## src/routeGenPkg.sv

```systemverilog
// Shared types and constants for the mesh routing word generator
// Planner states, direction codes, attribute marker and default widths

package routeGenPkg;

	//////////////////////////////////////////////////////////////
	// Planner FSM
	//////////////////////////////////////////////////////////////
	typedef enum logic [2:0] {
		idle        = 3'd0,
		sendAttribX = 3'd1,
		sendRouteX  = 3'd2,
		sendAttribY = 3'd3,
		sendRouteY  = 3'd4,
		sendConfig  = 3'd5
	} plannerState;

	//////////////////////////////////////////////////////////////
	// Mesh directions, one-hot
	//////////////////////////////////////////////////////////////
	typedef enum logic [3:0] {
		north = 4'h1,
		east  = 4'h2,
		west  = 4'h4,
		south = 4'h8
	} directionCode;

	// Kind code in the top nibble of every attribute word
	localparam logic [3:0] attribMarker = 4'h3;

	// Attribute, R-config, length, stride, base
	localparam int configWordCount = 5;

	// Word and coordinate widths
	localparam int defaultDataWidth  = 32;
	localparam int defaultCoordWidth = 8;

endpackage

```

## src/routeGen.sv

```systemverilog
// Top level of the routing word generator
// Planner feeds the word buffer, sender drains it to the data port
`timescale 1ns/1ps

module routeGen #(
	parameter int dataWidth  = routeGenPkg::defaultDataWidth,
	parameter int coordWidth = routeGenPkg::defaultCoordWidth,
	parameter int fifoDepth  = 4
) (
	input  logic                 clock,
	input  logic                 reset,
	input  logic                 start,
	input  logic [dataWidth-1:0] myId,
	input  logic [dataWidth-1:0] dstId,
	input  logic [dataWidth-1:0] attribWord,
	input  logic [dataWidth-1:0] rConfig,
	input  logic [dataWidth-1:0] length,
	input  logic [dataWidth-1:0] stride,
	input  logic [dataWidth-1:0] base,
	input  logic                 stall,
	output logic [dataWidth-1:0] data,
	output logic                 dataValid,
	output logic                 busy,
	output logic                 done
);

	// Planner to buffer
	logic                 writeEnable;
	logic [dataWidth-1:0] writeData;
	logic                 writeLast;
	logic                 full;

	// Buffer to sender
	logic [dataWidth-1:0] readData;
	logic                 readLast;
	logic                 empty;
	logic                 readEnable;

	routePlanner #(
		.dataWidth  (dataWidth),
		.coordWidth (coordWidth)
	) planner0 (
		.clock       (clock),
		.reset       (reset),
		.start       (start),
		.myId        (myId),
		.dstId       (dstId),
		.attribWord  (attribWord),
		.rConfig     (rConfig),
		.length      (length),
		.stride      (stride),
		.base        (base),
		.full        (full),
		.done        (done),
		.writeEnable (writeEnable),
		.writeData   (writeData),
		.writeLast   (writeLast),
		.busy        (busy)
	);

	wordFifo #(
		.dataWidth (dataWidth),
		.fifoDepth (fifoDepth)
	) fifo0 (
		.clock       (clock),
		.reset       (reset),
		.writeEnable (writeEnable),
		.writeData   (writeData),
		.writeLast   (writeLast),
		.readEnable  (readEnable),
		.full        (full),
		.empty       (empty),
		.readData    (readData),
		.readLast    (readLast)
	);

	wordSender #(
		.dataWidth (dataWidth)
	) sender0 (
		.clock      (clock),
		.reset      (reset),
		.stall      (stall),
		.readData   (readData),
		.readLast   (readLast),
		.empty      (empty),
		.readEnable (readEnable),
		.data       (data),
		.dataValid  (dataValid),
		.done       (done)
	);

endmodule

```

## src/routePlanner.sv

```systemverilog
// Route planner: request capture, per-axis distance and direction,
// and the FSM that writes routing and configuration words to the buffer
`timescale 1ns/1ps

module routePlanner #(
	parameter int dataWidth  = routeGenPkg::defaultDataWidth,
	parameter int coordWidth = routeGenPkg::defaultCoordWidth
) (
	input  logic                 clock,
	input  logic                 reset,
	input  logic                 start,
	input  logic [dataWidth-1:0] myId,
	input  logic [dataWidth-1:0] dstId,
	input  logic [dataWidth-1:0] attribWord,
	input  logic [dataWidth-1:0] rConfig,
	input  logic [dataWidth-1:0] length,
	input  logic [dataWidth-1:0] stride,
	input  logic [dataWidth-1:0] base,
	input  logic                 full,
	input  logic                 done,
	output logic                 writeEnable,
	output logic [dataWidth-1:0] writeData,
	output logic                 writeLast,
	output logic                 busy
);

	localparam int countWidth = $clog2(routeGenPkg::configWordCount);
	localparam logic [countWidth-1:0] lastConfig =
		countWidth'(routeGenPkg::configWordCount - 1);

	routeGenPkg::plannerState state;

	// New request, only taken while not busy
	logic accept;

	// Signed difference per axis, top bit set when dst is below my
	logic [coordWidth:0]   diffX;
	logic [coordWidth:0]   diffY;
	logic [coordWidth-1:0] absX;
	logic [coordWidth-1:0] absY;

	// Captured request
	logic [coordWidth-1:0]     distX;
	logic [coordWidth-1:0]     distY;
	routeGenPkg::directionCode dirX;
	routeGenPkg::directionCode dirY;
	logic                      zeroY;
	logic [dataWidth-1:0]      cfgAttrib;
	logic [dataWidth-1:0]      cfgRConfig;
	logic [dataWidth-1:0]      cfgLength;
	logic [dataWidth-1:0]      cfgStride;
	logic [dataWidth-1:0]      cfgBase;

	logic [countWidth-1:0] configCount;

	// Word composition
	logic [dataWidth-1:0] attribData;
	logic [dataWidth-1:0] routeData;
	logic [dataWidth-1:0] configData;

	function automatic logic [coordWidth-1:0] magnitude(input logic [coordWidth:0] diff);
		if (diff[coordWidth]) begin
			return ~diff[coordWidth-1:0] + 1'b1;
		end
		return diff[coordWidth-1:0];
	endfunction

	//////////////////////////////////////////////////////////////
	// Distance and direction
	//////////////////////////////////////////////////////////////
	assign accept = start && !busy;

	assign diffX = {1'b0, dstId[coordWidth-1:0]} - {1'b0, myId[coordWidth-1:0]};
	assign diffY = {1'b0, dstId[2*coordWidth-1:coordWidth]}
		- {1'b0, myId[2*coordWidth-1:coordWidth]};

	assign absX = magnitude(diffX);
	assign absY = magnitude(diffY);

	always_ff @(posedge clock) begin
		if (accept) begin
			// Attribute field carries distance minus one
			distX      <= absX - 1'b1;
			distY      <= absY - 1'b1;
			dirX       <= diffX[coordWidth] ? routeGenPkg::west : routeGenPkg::east;
			dirY       <= diffY[coordWidth] ? routeGenPkg::north : routeGenPkg::south;
			zeroY      <= (absY == '0);
			cfgAttrib  <= attribWord;
			cfgRConfig <= rConfig;
			cfgLength  <= length;
			cfgStride  <= stride;
			cfgBase    <= base;
		end
	end

	//////////////////////////////////////////////////////////////
	// Word composition
	//////////////////////////////////////////////////////////////
	always_comb begin
		attribData = '0;
		attribData[dataWidth-1 -: 4] = routeGenPkg::attribMarker;
		attribData[8 +: coordWidth] = (state == routeGenPkg::sendAttribY) ? distY : distX;
	end

	always_comb begin
		routeData = '0;
		routeData[3:0] = (state == routeGenPkg::sendRouteY) ? dirY : dirX;
	end

	always_comb begin
		case (configCount)
			3'd0:    configData = cfgAttrib;
			3'd1:    configData = cfgRConfig;
			3'd2:    configData = cfgLength;
			3'd3:    configData = cfgStride;
			default: configData = cfgBase;
		endcase
	end

	always_comb begin
		case (state)
			routeGenPkg::sendAttribX,
			routeGenPkg::sendAttribY: writeData = attribData;
			routeGenPkg::sendConfig:  writeData = configData;
			default:                  writeData = routeData;
		endcase
	end

	assign writeEnable = (state != routeGenPkg::idle) && !full;
	assign writeLast   = (state == routeGenPkg::sendConfig) && (configCount == lastConfig);

	//////////////////////////////////////////////////////////////
	// Control FSM
	//////////////////////////////////////////////////////////////
	always_ff @(posedge clock) begin
		if (reset) begin
			state       <= routeGenPkg::idle;
			configCount <= '0;
		end else begin
			case (state)
				routeGenPkg::idle: begin
					// Axes with equal coordinates are skipped
					if (accept) begin
						if (absX != '0) begin
							state <= routeGenPkg::sendAttribX;
						end else if (absY != '0) begin
							state <= routeGenPkg::sendAttribY;
						end else begin
							state <= routeGenPkg::sendConfig;
						end
					end
				end
				routeGenPkg::sendAttribX: begin
					if (writeEnable) begin
						state <= routeGenPkg::sendRouteX;
					end
				end
				routeGenPkg::sendRouteX: begin
					if (writeEnable) begin
						state <= zeroY ? routeGenPkg::sendConfig : routeGenPkg::sendAttribY;
					end
				end
				routeGenPkg::sendAttribY: begin
					if (writeEnable) begin
						state <= routeGenPkg::sendRouteY;
					end
				end
				routeGenPkg::sendRouteY: begin
					if (writeEnable) begin
						state <= routeGenPkg::sendConfig;
					end
				end
				routeGenPkg::sendConfig: begin
					if (writeEnable && writeLast) begin
						state       <= routeGenPkg::idle;
						configCount <= '0;
					end else if (writeEnable) begin
						configCount <= configCount + 1'b1;
					end
				end
				default: begin
					state <= routeGenPkg::idle;
				end
			endcase
		end
	end

	// Busy until the sender reports the base word accepted
	always_ff @(posedge clock) begin
		if (reset) begin
			busy <= 1'b0;
		end else if (done) begin
			busy <= 1'b0;
		end else if (accept) begin
			busy <= 1'b1;
		end
	end

endmodule

```

## src/wordFifo.sv

```systemverilog
// Circular word buffer with a last-word tag per entry
`timescale 1ns/1ps

module wordFifo #(
	parameter int dataWidth = routeGenPkg::defaultDataWidth,
	parameter int fifoDepth = 4
) (
	input  logic                 clock,
	input  logic                 reset,
	input  logic                 writeEnable,
	input  logic [dataWidth-1:0] writeData,
	input  logic                 writeLast,
	input  logic                 readEnable,
	output logic                 full,
	output logic                 empty,
	output logic [dataWidth-1:0] readData,
	output logic                 readLast
);

	localparam int ptrWidth   = (fifoDepth > 1) ? $clog2(fifoDepth) : 1;
	localparam int countWidth = $clog2(fifoDepth + 1);
	localparam logic [ptrWidth-1:0]   lastIndex = ptrWidth'(fifoDepth - 1);
	localparam logic [countWidth-1:0] maxCount  = countWidth'(fifoDepth);

	// Tag sits above the data bits
	logic [dataWidth:0] memory [fifoDepth];

	logic [ptrWidth-1:0]   writePtr;
	logic [ptrWidth-1:0]   readPtr;
	logic [countWidth-1:0] count;

	logic doWrite;
	logic doRead;

	assign doWrite = writeEnable && !full;
	assign doRead  = readEnable && !empty;

	assign full  = (count == maxCount);
	assign empty = (count == '0);

	assign readData = memory[readPtr][dataWidth-1:0];
	assign readLast = memory[readPtr][dataWidth];

	always_ff @(posedge clock) begin
		if (doWrite) begin
			memory[writePtr] <= {writeLast, writeData};
		end
	end

	//////////////////////////////////////////////////////////////
	// Pointers and occupancy
	//////////////////////////////////////////////////////////////
	always_ff @(posedge clock) begin
		if (reset) begin
			writePtr <= '0;
			readPtr  <= '0;
			count    <= '0;
		end else begin
			if (doWrite) begin
				writePtr <= (writePtr == lastIndex) ? '0 : writePtr + 1'b1;
			end
			if (doRead) begin
				readPtr <= (readPtr == lastIndex) ? '0 : readPtr + 1'b1;
			end
			// Simultaneous read and write leaves the count alone
			if (doWrite && !doRead) begin
				count <= count + 1'b1;
			end else if (doRead && !doWrite) begin
				count <= count - 1'b1;
			end
		end
	end

endmodule

```

## src/wordSender.sv

```systemverilog
// Output stage: drains the buffer onto the data port under stall
// and pulses done when the last-tagged word is accepted
`timescale 1ns/1ps

module wordSender #(
	parameter int dataWidth = routeGenPkg::defaultDataWidth
) (
	input  logic                 clock,
	input  logic                 reset,
	input  logic                 stall,
	input  logic [dataWidth-1:0] readData,
	input  logic                 readLast,
	input  logic                 empty,
	output logic                 readEnable,
	output logic [dataWidth-1:0] data,
	output logic                 dataValid,
	output logic                 done
);

	logic lastTag;
	logic load;

	// Register free, or its word leaves this cycle
	assign load       = !dataValid || !stall;
	assign readEnable = load && !empty;

	assign done = dataValid && !stall && lastTag;

	always_ff @(posedge clock) begin
		if (reset) begin
			dataValid <= 1'b0;
		end else if (load) begin
			dataValid <= !empty;
		end
	end

	// Held steady while stalled
	always_ff @(posedge clock) begin
		if (readEnable) begin
			data    <= readData;
			lastTag <= readLast;
		end
	end

endmodule
```

## config.mk

```make
export PLATFORM = sky130hd
export DESIGN_NAME = routeGen
export DESIGN_NICKNAME = d
export VERILOG_FILES = /design/src/routeGenPkg.sv /design/src/routeGen.sv /design/src/routePlanner.sv /design/src/wordFifo.sv /design/src/wordSender.sv
export SDC_FILE = /design/constraint.sdc
export NUM_CORES = 1
export LEC_CHECK = 0
export BUFFER_PORTS_ARGS = -buffer_cell sky130_fd_sc_hd__buf_2
export CAP_MARGIN = 10
export CORE_MARGIN = 5
export CORE_UTILIZATION = 47
export DETAILED_ROUTE_END_ITERATION = 10
export PLACE_DENSITY_LB_ADDON = 0.05
export SLEW_MARGIN = 20
export SYNTH_ARGS = -nofsm -noshare
export SYNTH_HDL_FRONTEND = slang
export SYNTH_SLANG_ARGS = --single-unit
```

## constraint.sdc

```tcl
create_clock -name clock -period 16.64 [get_ports clock]
set_input_delay 1.664 -clock clock [delete_from_list [all_inputs] [get_ports clock]]
set_output_delay 1.664 -clock clock [all_outputs]
set_load 0.005 [all_outputs]
```

# Yosys cells after proc, flatten, opt, wreduce, memory -nomap -nowiden
# Memories as Yosys holds them, arrays and structs flattened. A register that Yosys moved wholly into a read port is not among the register bits.
# Cells that the tools add are included.
# totals
in_bits,228
register_bits,200
memories,1
word_cells,111
ram_bits,132
output_inout_bits,35
# classes
n_eq_ne,18
addsub,11
n_reduce_logical,32
bitwise_logic,2
n_mux,30
# memory_table
memory,words,word_bits,rd,rd_ports_with_merged_regs,wr,line,text
fifo0.memory,4,33,1,1,1,wordFifo.sv:26,logic [dataWidth:0] memory [fifoDepth];
# op_table
op,n
32-bit one-hot mux with 4 select lines,1
32-bit one-hot mux with 2 select lines,1
3-bit two-way mux,14
8-bit two-way mux,5
3-bit one-hot mux with 6 select lines,1
8-bit by 8-bit subtractor with 9-bit output,2
"8-bit by 1-bit adder with 8-bit output, second input constant",2
8-bit inverter,2
8-bit nonzero test,2
"8-bit by 1-bit subtractor with 8-bit output, second input constant",2
"3-bit by 2-bit equality test with 1-bit output, second input constant",4
"3-bit equality test, second input constant",4
1-bit logical AND,11
"2-bit by 1-bit inequality test with 1-bit output, second input constant",5
3-bit zero test,3
8-bit zero test,1
4-bit two-way mux,2
1-bit zero test,7
"3-bit by 1-bit adder with 3-bit output, second input constant",2
"3-bit by 1-bit equality test with 1-bit output, second input constant",2
6-bit AND reduction,1
"2-bit by 1-bit adder with 2-bit output, second input constant",2
"2-bit equality test, second input constant",2
1-bit two-way mux,4
8 further kinds,11

# Logic depth before layout (Yosys ltp)
# Gate-level depths: netlist of run 1.
# logic_depth
depth_word,10
mapped_depth,16
depth_no_buf,15

# Hierarchy
# From an unflattened synthesis of run 1, not the netlist that was laid out.
# unflattened
hier_cells,961
hier_area_um2,15154.5
# by_module_without_submodules
module,seq_area_each_um2,area_per_inst_um2,instances,cells_per_inst
routePlanner,5575.3,8868.5,1,700
wordFifo,4144.0,5248.8,1,223
wordSender,1011.0,1037.2,1,38

# Worst setup path after synthesis of run 1
# Ideal clock, no wire load.
# synth_timing
kind,input port to flip-flop
startpoint,input start
endpoint,register planner0.state[2]
t_arrival_ps,10306
stages,7
required_time_ps,16516
setup_slack_ps,6210
setup_time_ps,124
path_cell_list,nor2b_1 nor3_1 a21oi_1 o32a_1 a21oi_1 o21ai_0 o31ai_1
# synth_via
elab_chain_cells,3
# synth_lines
item,line,text
start: declaration,routeGen.sv:12,"input logic start,"
1-bit logical AND,routePlanner.sv:71,assign accept = start && !busy;
2-bit by 1-bit inequality test with 1-bit output (no line),n/a,
6-bit AND reduction (no line),n/a,
end signal: assignment,routePlanner.sv:137,state <= routeGenPkg::idle;
end signal: assignment,routePlanner.sv:145,state <= routeGenPkg::sendAttribX;
end signal: assignment,routePlanner.sv:147,state <= routeGenPkg::sendAttribY;
end: declaration,routePlanner.sv:31,routeGenPkg::plannerState state;
# No other way between the ends.
# A chain may end at the register's enable or synchronous reset.

# Worst setup path in the final report of run 1
# layout_timing
startpoint,input dstId[0]
endpoint,register planner0.distX[5] (data pin)
# layout_via
elab_cells_between_ends,7
classes_between,3 x add/sub; 3 x mux; 1 x bitwise
# layout_rtl
item,line,text
start: declaration,routeGen.sv:14,"input logic [dataWidth-1:0] dstId,"
8-bit by 8-bit subtractor with 9-bit output,routePlanner.sv:73,"assign diffX = {1'b0, dstId[coordWidth-1:0]} - {1'b0, myId[coordWidth-1:0]};"
net planner0.diffX[8],routePlanner.sv:37,logic [coordWidth:0] diffX;
1-bit two-way mux,routePlanner.sv:62,if (diff[coordWidth]) begin
8-bit two-way mux,routePlanner.sv:65,return diff[coordWidth-1:0];
8-bit by 1-bit subtractor with 8-bit output,routePlanner.sv:83,distX <= absX - 1'b1;
end signal: assignment,routePlanner.sv:83,
end: declaration,routePlanner.sv:43,logic [coordWidth-1:0] distX;
# The timed path passes the listed nets, and every way through them passes these cells. The select of a mux whose other input is x is not followed.

==> flow_summary.json, run 1 <==
{
  "run_status": "finished, final reports clean",
  "fmaxAchievable_ghz": 0.203,
  "tightest_slew_ns": 0.995,
  "detail_route.first_pass.iterations": 7,
  "critPathLaunchType": "input pin",
  "timing_worst_setup_path_type": "input pin to flip-flop",
  "critical_path.reg2reg.startpoint": "planner0.configCount[2]$_SDFFE_PP0P_",
  "max-clock-path-buffers": 3,
  "holdPathStages": 2,
  "initial_core_util_pct": 47.4,
  "rsz0062_at_grt": "false",
  "gr-usage-met3_pct": 3.32,
  "r2r_end": "fifo0.memory[3][3]$_DFFE_PP_",
  "busiest_layer": "met2",
  "worst_ir_drop_vdd_v": 0.0000911,
  "globalplace.congestion": 0.800,
  "synth.yosys.seq_area_share_pct": 71.6,
  "vias_per_cell": 5.44,
  "num_vias": 8778,
  "area.growth.synth_to_final_pct": 19.4,
  "fp.coreArea_um2": 31500,
  "cell_type_group_with_the_largest_total_delay_on_the_critical_path": "compound AO/OA/AOI/OAI gates",
  "post_route_ant_nets": 0,
  "pin_count": 263,
  "tritoncts_buffer_count": 39,
  "syn-instance-count": 945,
  "setup_violations": 0,
  "number_of_fill_cells": 2589,
  "timing.final.crit_share_pct": 29.6,
  "synthArstFlopShare_pct": 0,
  "reg2regPathDepth": 7,
  "gr_util_met2_pct": 31.0,
  "register_to_register_path_setup_slack_ns": 13.09,
  "fp.dieH_um": 188,
  "post_layout_instance_area_um2": 17800,
  "synth_cell_type_count": 64,
  "path_max_fanout": 10,
  "yosys_most_used_dff": "sky130_fd_sc_hd__edfxtp_1",
  "path_buf_inv": 3,
  "post-route-drc-count": 0,
  "max_slew_margin_pct": 33.7,
  "total_standard_cell_area_after_synthesis_um2": 14900,
  "synth-edff-count": 346,
  "max_capacitance_violation_count": 0,
  "finalWorstPathRequiredPeriod_ns": 4.93,
  "leakagePower_uw": 0.00646,
  "wl_um": 33400,
  "grt_start_max_net_pins": 80,
  "worst_hold_path_endpoint": "sender0.dataValid$_SDFFE_PP0N_",
  "final-max-slew-violation-count": 0,
  "post-cts-setup-buffer-count": 0,
  "final-hold-violation-count": 0,
  "arrival_ns": 5.19,
  "placed_area_um2": 16500,
  "finalSetupTns_ns": 0,
  "cts_root_buf": "sky130_fd_sc_hd__clkbuf_16",
  "cts.sinks": 361,
  "track_usage_pct": 18.4,
  "grt_antenna_before_repair": 2,
  "chipWidth_um": 188,
  "worstSetupEndpointType": "flip-flop",
  "fp.dieArea_um2": 35400,
  "synthesis.yosys.warnings": 0,
  "tritoncts": "done",
  "clock_latency_ns": 0.53,
  "first_pass_grt_wire_length_um": 50900,
  "cts_resized": 0,
  "worst_setup_margin_ns": 11.71,
  "hold_path_startpoint": "sender0.dataValid$_SDFFE_PP0N_",
  "pre_cts_ws_ns": 11.22,
  "timing.clock.skew_ns": 0.0214,
  "number_of_violations_reported_at_the_end_of_detailed_routing_iteration_0": 470,
  "h_tree_lvls": 2,
  "grt_pass1_vias": 8913,
  "syn_avg_cell_area_um2": 15.8,
  "detail_route.wl_per_cell_um": 20.7,
  "worstPathRequired_ns": 16.91,
  "finalNetCount": 1449,
  "cts.clk_slew.worst_paths_ns": 0.06,
  "n_antenna_cell": 0,
  "critical_path.slowest_cell": "sky130_fd_sc_hd__a2111oi_1",
  "synthesized_nets": 1209,
  "buffer_ports.inserted": 230,
  "rows": 65,
  "globalRouteOverflowTotal": 0,
  "path_cells": "buf_2 > inv_1 > ha_1 > inv_1 > fa_1 > a211oi_1 > o21ai_1 > a31oi_2 > o211ai_1 > a2111oi_1 > a21oi_1 > a211oi_1 > xnor2_1",
  "dp_hpwl_um": 21200,
  "critical_path.max_stage_delay_ns": 0.78,
  "drive_gt1_share_pct": 29.1,
  "use_met1_pct": 24.9,
  "cts_hold_buffers": 0,
  "hold_path_class": "flip-flop to flip-flop",
  "ys_seq_elements": 361,
  "power-per-cell-area_nw_per_um2": 150
}
[registers in the layout, indices dropped and copies added, names as in the netlist, 2 cells and up]
signal	flops
fifo0.memory	132
fifo0.writePtr	2
planner0.cfgLength	32
fifo0.count	3
planner0.dirX	2
planner0.cfgBase	32
planner0.cfgAttrib	32
planner0.state	3
planner0.distX	8
planner0.cfgRConfig	32
fifo0.readPtr	2
planner0.distY	8
planner0.dirY	2
planner0.cfgStride	32
sender0.data	32
planner0.configCount	3
[cell type report]
cell class	instances	area [µm²]	share of cell area, %
Clock buffer	47	1050	5.88
Timing Repair Buffer	240	1230	6.88
Sequential cell	361	10700	60.0
Tap cell	402	503	2.82
Inverter	41	159	0.891
Clock inverter	21	239	1.34
Multi-Input combinational cell	502	3960	22.2
[worst max-delay path by stage]
stage                     startpoint                              to  slack (ns)  cells past startpoint
after global routing        dstId[0]     planner0.distX[5]$_DFFE_PP_       11.53                     13
after detailed placement    dstId[0]     planner0.distX[5]$_DFFE_PP_       11.22                     13
after global placement      dstId[0]     planner0.distX[5]$_DFFE_PP_       11.29                     13
final                       dstId[0]     planner0.distX[5]$_DFFE_PP_       11.71                     13
after CTS                   dstId[0]     planner0.distX[5]$_DFFE_PP_       11.77                     13
after floorplan                start  planner0.state[2]$_SDFFE_PP0P_        6.21                      7
[cells in the final DEF (no fill, tap or decap), types with 32 or more instances in the layout]
| master | Yosys | final |
|---|---|---|
| sky130_fd_sc_hd__edfxtp_1 | 346 | 346 |
| sky130_fd_sc_hd__buf_2 | 0 | 230 |
| sky130_fd_sc_hd__nor2_1 | 66 | 66 |
| sky130_fd_sc_hd__a22oi_1 | 64 | 64 |
| sky130_fd_sc_hd__nand2_1 | 51 | 51 |
| sky130_fd_sc_hd__clkbuf_16 | 0 | 41 |
| sky130_fd_sc_hd__inv_1 | 40 | 39 |
| sky130_fd_sc_hd__mux4_2 | 33 | 33 |
| sky130_fd_sc_hd__a31oi_1 | 32 | 32 |
| sky130_fd_sc_hd__ha_1 | 33 | 32 |
[worst min-delay path, stage by stage (launching register included)]
cell	delay, ns
sky130_fd_sc_hd__dfxtp_1	0.32
sky130_fd_sc_hd__nand2_1	0.06
sky130_fd_sc_hd__a21oi_1	0.05
[metrics by stage]
step | total power [µW] | hold slack [ns] | utilization, % | std cells
6_report | 2670 | 0.480 | 56.7 | 1614
5_1_grt | 2800 | 0.513 | 56.7 | 1614
3_3_place_gp | 1830 | 0.464 | 52.6 | 1546
3_5_place_dp | 1840 | 0.475 | 52.6 | 1546
4_1_cts | 2710 | 0.482 | 56.7 | 1614
2_1_floorplan | 1640 | 0.470 | - | 945
[per-layer routing]
metal / up-vias / part of all wire (%) / routed length (µm)
met5: - / 0.042 / 14
met4: 4 / 2.1 / 697
met3: 46 / 5.3 / 1780
met2: 225 / 49 / 16300
met1: 4327 / 44 / 14600
li1: 4176 / - / -
[synth_stat cells (all sizes together) (3+ instances only)]
| library cell | n | share of area (%) |
|---|---|---|
| edfxtp | 346 | 70 |
| nor2 | 66 | 1.7 |
| a22oi | 64 | 3.2 |
| nand2 | 51 | 1.3 |
| inv | 41 | 1.1 |
| clkbuf | 35 | 0.88 |
| a31oi | 33 | 1.4 |
| ha | 33 | 2.8 |
| mux4 | 33 | 5.0 |
| a21oi | 25 | 0.84 |
| o21ai | 24 | 0.80 |
| xnor2 | 23 | 1.3 |
| dfxtp | 15 | 2.0 |
| mux2i | 13 | 0.87 |
| nand3 | 13 | 0.44 |
| nor3 | 12 | 0.40 |
| and2 | 10 | 0.42 |
| nor2b | 9 | 0.38 |
| xor2 | 8 | 0.47 |
| nand2b | 7 | 0.29 |
| a211oi | 6 | 0.37 |
| buf | 6 | 0.20 |
| a221oi | 5 | 0.29 |
| or3 | 5 | 0.21 |
| a2111oi | 4 | 0.37 |
| o31ai | 4 | 0.23 |
| or4 | 4 | 0.20 |
| and3 | 3 | 0.13 |
| fa | 3 | 0.40 |
| mux2 | 3 | 0.23 |
| nand3b | 3 | 0.15 |
| o211ai | 3 | 0.15 |
| o21a | 3 | 0.15 |
| o31a | 3 | 0.18 |
| or2 | 3 | 0.13 |
[power by group]
group / total, µW / internal [µW] / switching [µW]
sequential: 1280 / 1220 / 67.6
combinational: 519 / 224 / 296
clock: 868 / 527 / 341
[kinds of logic after synthesis]
| group | after synthesis | synth area share (%) |
|---|---|---|
| adder cells (fa/ha/maj) | 36 | 3.17 |
| flip-flops | 361 | 71.6 |
| XOR/XNOR | 31 | 1.82 |
| buffers and inverters | 82 | 2.15 |
| multiplexers | 49 | 6.08 |
| AO/OA/AOI/OAI | 189 | 8.90 |
| AND/OR/NAND/NOR | 197 | 6.29 |
No activity file was read; power rests on OpenSTA's default activity.
==> run 2: changes to the inputs <==
Clock period 16.64 ns to 4.7 ns, I/O delays scaled along.
==> flow_summary.json, run 2 (synthesis results as in run 1) <==
{
  "timing.clock.skew_ns": 0.0171,
  "power.share.clock_pct": 30.7,
  "run_status": "finished, final reports clean",
  "worst_ir_drop_vdd_v": 0.000320,
  "cts_resized": 0,
  "tightest_slew_ns": 0.998,
  "worstSetupEndpointType": "flip-flop",
  "vias_per_cell": 5.42,
  "tritoncts_buffer_count": 39,
  "max-clock-path-buffers": 3,
  "area.growth.synth_to_final_pct": 18.9,
  "initial_core_util_pct": 47.4,
  "pin_count": 263,
  "holdPathStages": 1,
  "detail_route.first_pass.iterations": 5,
  "mostFrequentLayoutCells": "sky130_fd_sc_hd__edfxtp_1 (346), sky130_fd_sc_hd__buf_2 (230), sky130_fd_sc_hd__nor2_1 (66)",
  "cts.clk_slew.worst_paths_ns": 0.06,
  "cts_root_buf": "sky130_fd_sc_hd__clkbuf_16",
  "tritoncts": "done",
  "share_comb_of_total_power_pct": 19.9,
  "rsz0062_at_grt": "false",
  "leakagePower_uw": 0.00643,
  "timing_worst_setup_path_type": "input pin to flip-flop",
  "switching_fraction_of_total_power_pct": 26.7,
  "post-cts-setup-buffer-count": 0,
  "critPathLaunchType": "input pin",
  "hold_path_class": "input pin to flip-flop",
  "cell_internal_power_uw": 6770,
  "worstPathRequired_ns": 5.09,
  "rows": 65,
  "first_pass_grt_wire_length_um": 51100,
  "arrival_ns": 3.87,
  "clock_latency_ns": 0.52,
  "final-max-slew-violation-count": 0,
  "finalWorstPathRequiredPeriod_ns": 3.49,
  "n_antenna_cell": 0,
  "finalSetupTns_ns": 0,
  "final_common_cell": "sky130_fd_sc_hd__edfxtp_1",
  "setup_violations": 0,
  "chipWidth_um": 188,
  "globalRouteOverflowTotal": 0,
  "max_flop_register": "fifo0.memory",
  "wl_um": 33100,
  "timing.final.crit_share_pct": 74.2,
  "max_capacitance_violation_count": 0,
  "fmaxAchievable_ghz": 0.287,
  "grt_pass1_vias": 8969,
  "cts_hold_buffers": 0,
  "buffer_ports.inserted": 230,
  "fp.dieH_um": 188,
  "num_vias": 8753,
  "drive_gt1_share_pct": 29.0,
  "netSwitchingPower_uw": 2460,
  "path_max_fanout": 9,
  "largest_reg_flops": 132,
  "post-route-drc-count": 0,
  "power-per-cell-area_nw_per_um2": 520,
  "fp.dieArea_um2": 35400,
  "grt_antenna_before_repair": 2,
  "post_route_ant_nets": 0,
  "reg2regPathDepth": 6,
  "sequential_cell_area_um2": 10700,
  "track_usage_pct": 18.5,
  "fp.coreArea_um2": 31500,
  "worst_setup_margin_ns": 1.21,
  "sequentialPowerShare_pct": 49.4,
  "number_of_fill_cells": 2534,
  "pre_cts_ws_ns": 0.705,
  "detail_route.wl_per_cell_um": 20.5,
  "globalplace.congestion": 0.790,
  "max_slew_margin_pct": 33.5,
  "h_tree_lvls": 2,
  "multi_input_comb_area_um2": 3960,
  "final-hold-violation-count": 0,
  "grt_start_max_net_pins": 104,
  "finalNetCount": 1451,
  "dp_hpwl_um": 21700,
  "number_of_violations_reported_at_the_end_of_detailed_routing_iteration_0": 475,
  "cts.sinks": 361
}
==> run 2: cell types whose count changed in the layout (fill, tap and decap cells not counted), moves of 2 or more <==
cell / change
sky130_fd_sc_hd__clkbuf_16: -2
sky130_fd_sc_hd__bufinv_16: -3
sky130_fd_sc_hd__clkbuf_1: +4
sky130_fd_sc_hd__clkinv_1: -2
sky130_fd_sc_hd__clkinvlp_4: -2
==> run 2: cell type report <==
type	count	area share, %
Inverter	41	0.895
Tap cell	402	2.83
Clock inverter	17	0.853
Clock buffer	50	5.79
Sequential cell	361	60.2
Timing Repair Buffer	242	7.06
Multi-Input combinational cell	502	22.3
==> run 2: final timing paths <==
| kind | start | slack (ns) | endpoint |
|---|---|---|---|
| worst min-delay path | rConfig[5] | 0.12 | planner0.cfgRConfig[5]$_DFFE_PP_ |
| worst max-delay path | dstId[8] | 1.21 | planner0.state[1]$_SDFFE_PP0P_ |
| worst max register to register | planner0.configCount[2]$_SDFFE_PP0P_ | 1.64 | fifo0.memory[0][2]$_DFFE_PP_ |
| worst min register to register | sender0.dataValid$_SDFFE_PP0N_ | 0.48 | sender0.dataValid$_SDFFE_PP0N_ |
==> run 2: per-layer routing <==
metal / up-vias / wire length (µm) / track usage [%]
met5: - / 27 / 0
met4: 4 / 462 / 3.81
met3: 40 / 1690 / 3.35
met2: 207 / 16300 / 31.1
met1: 4309 / 14600 / 25.5
li1: 4193 / - / -
==> run 2: worst max-delay path: stages <==
cell                        delay, ns
sky130_fd_sc_hd__buf_2           0.09
sky130_fd_sc_hd__inv_1           0.04
sky130_fd_sc_hd__ha_1            0.15
sky130_fd_sc_hd__inv_1           0.05
sky130_fd_sc_hd__fa_1            0.41
sky130_fd_sc_hd__xnor2_1         0.61
sky130_fd_sc_hd__nand3_1         0.30
sky130_fd_sc_hd__nor3_1          0.54
sky130_fd_sc_hd__a31oi_1         0.20
sky130_fd_sc_hd__a2111o_1        0.47
sky130_fd_sc_hd__a2111oi_0       0.45
sky130_fd_sc_hd__nor3_1          0.09
==> run 2: stage by stage <==
stage / power (µW) / area, µm² / cells / utilization, % / hold slack (ns)
floorplan: 5780 / 14900 / 945 / - / 0.470
global route: 9690 / 17700 / 1615 / 56.4 / 0.0964
CTS: 9370 / 17700 / 1615 / 56.4 / 0.0929
finish: 9230 / 17700 / 1615 / 56.4 / 0.121
detailed placement: 6520 / 16600 / 1548 / 52.6 / 0.471
global placement: 6480 / 16600 / 1548 / 52.6 / 0.465
==> run 2: power groups by stage <==
stage	clock network, µW	logic (µW)	registers [µW]
floorplan	0	1270	4510
global placement	0	1860	4620
detailed placement	0	1880	4640
CTS	2910	1890	4570
global route	3040	2020	4620
finish	2830	1840	4560
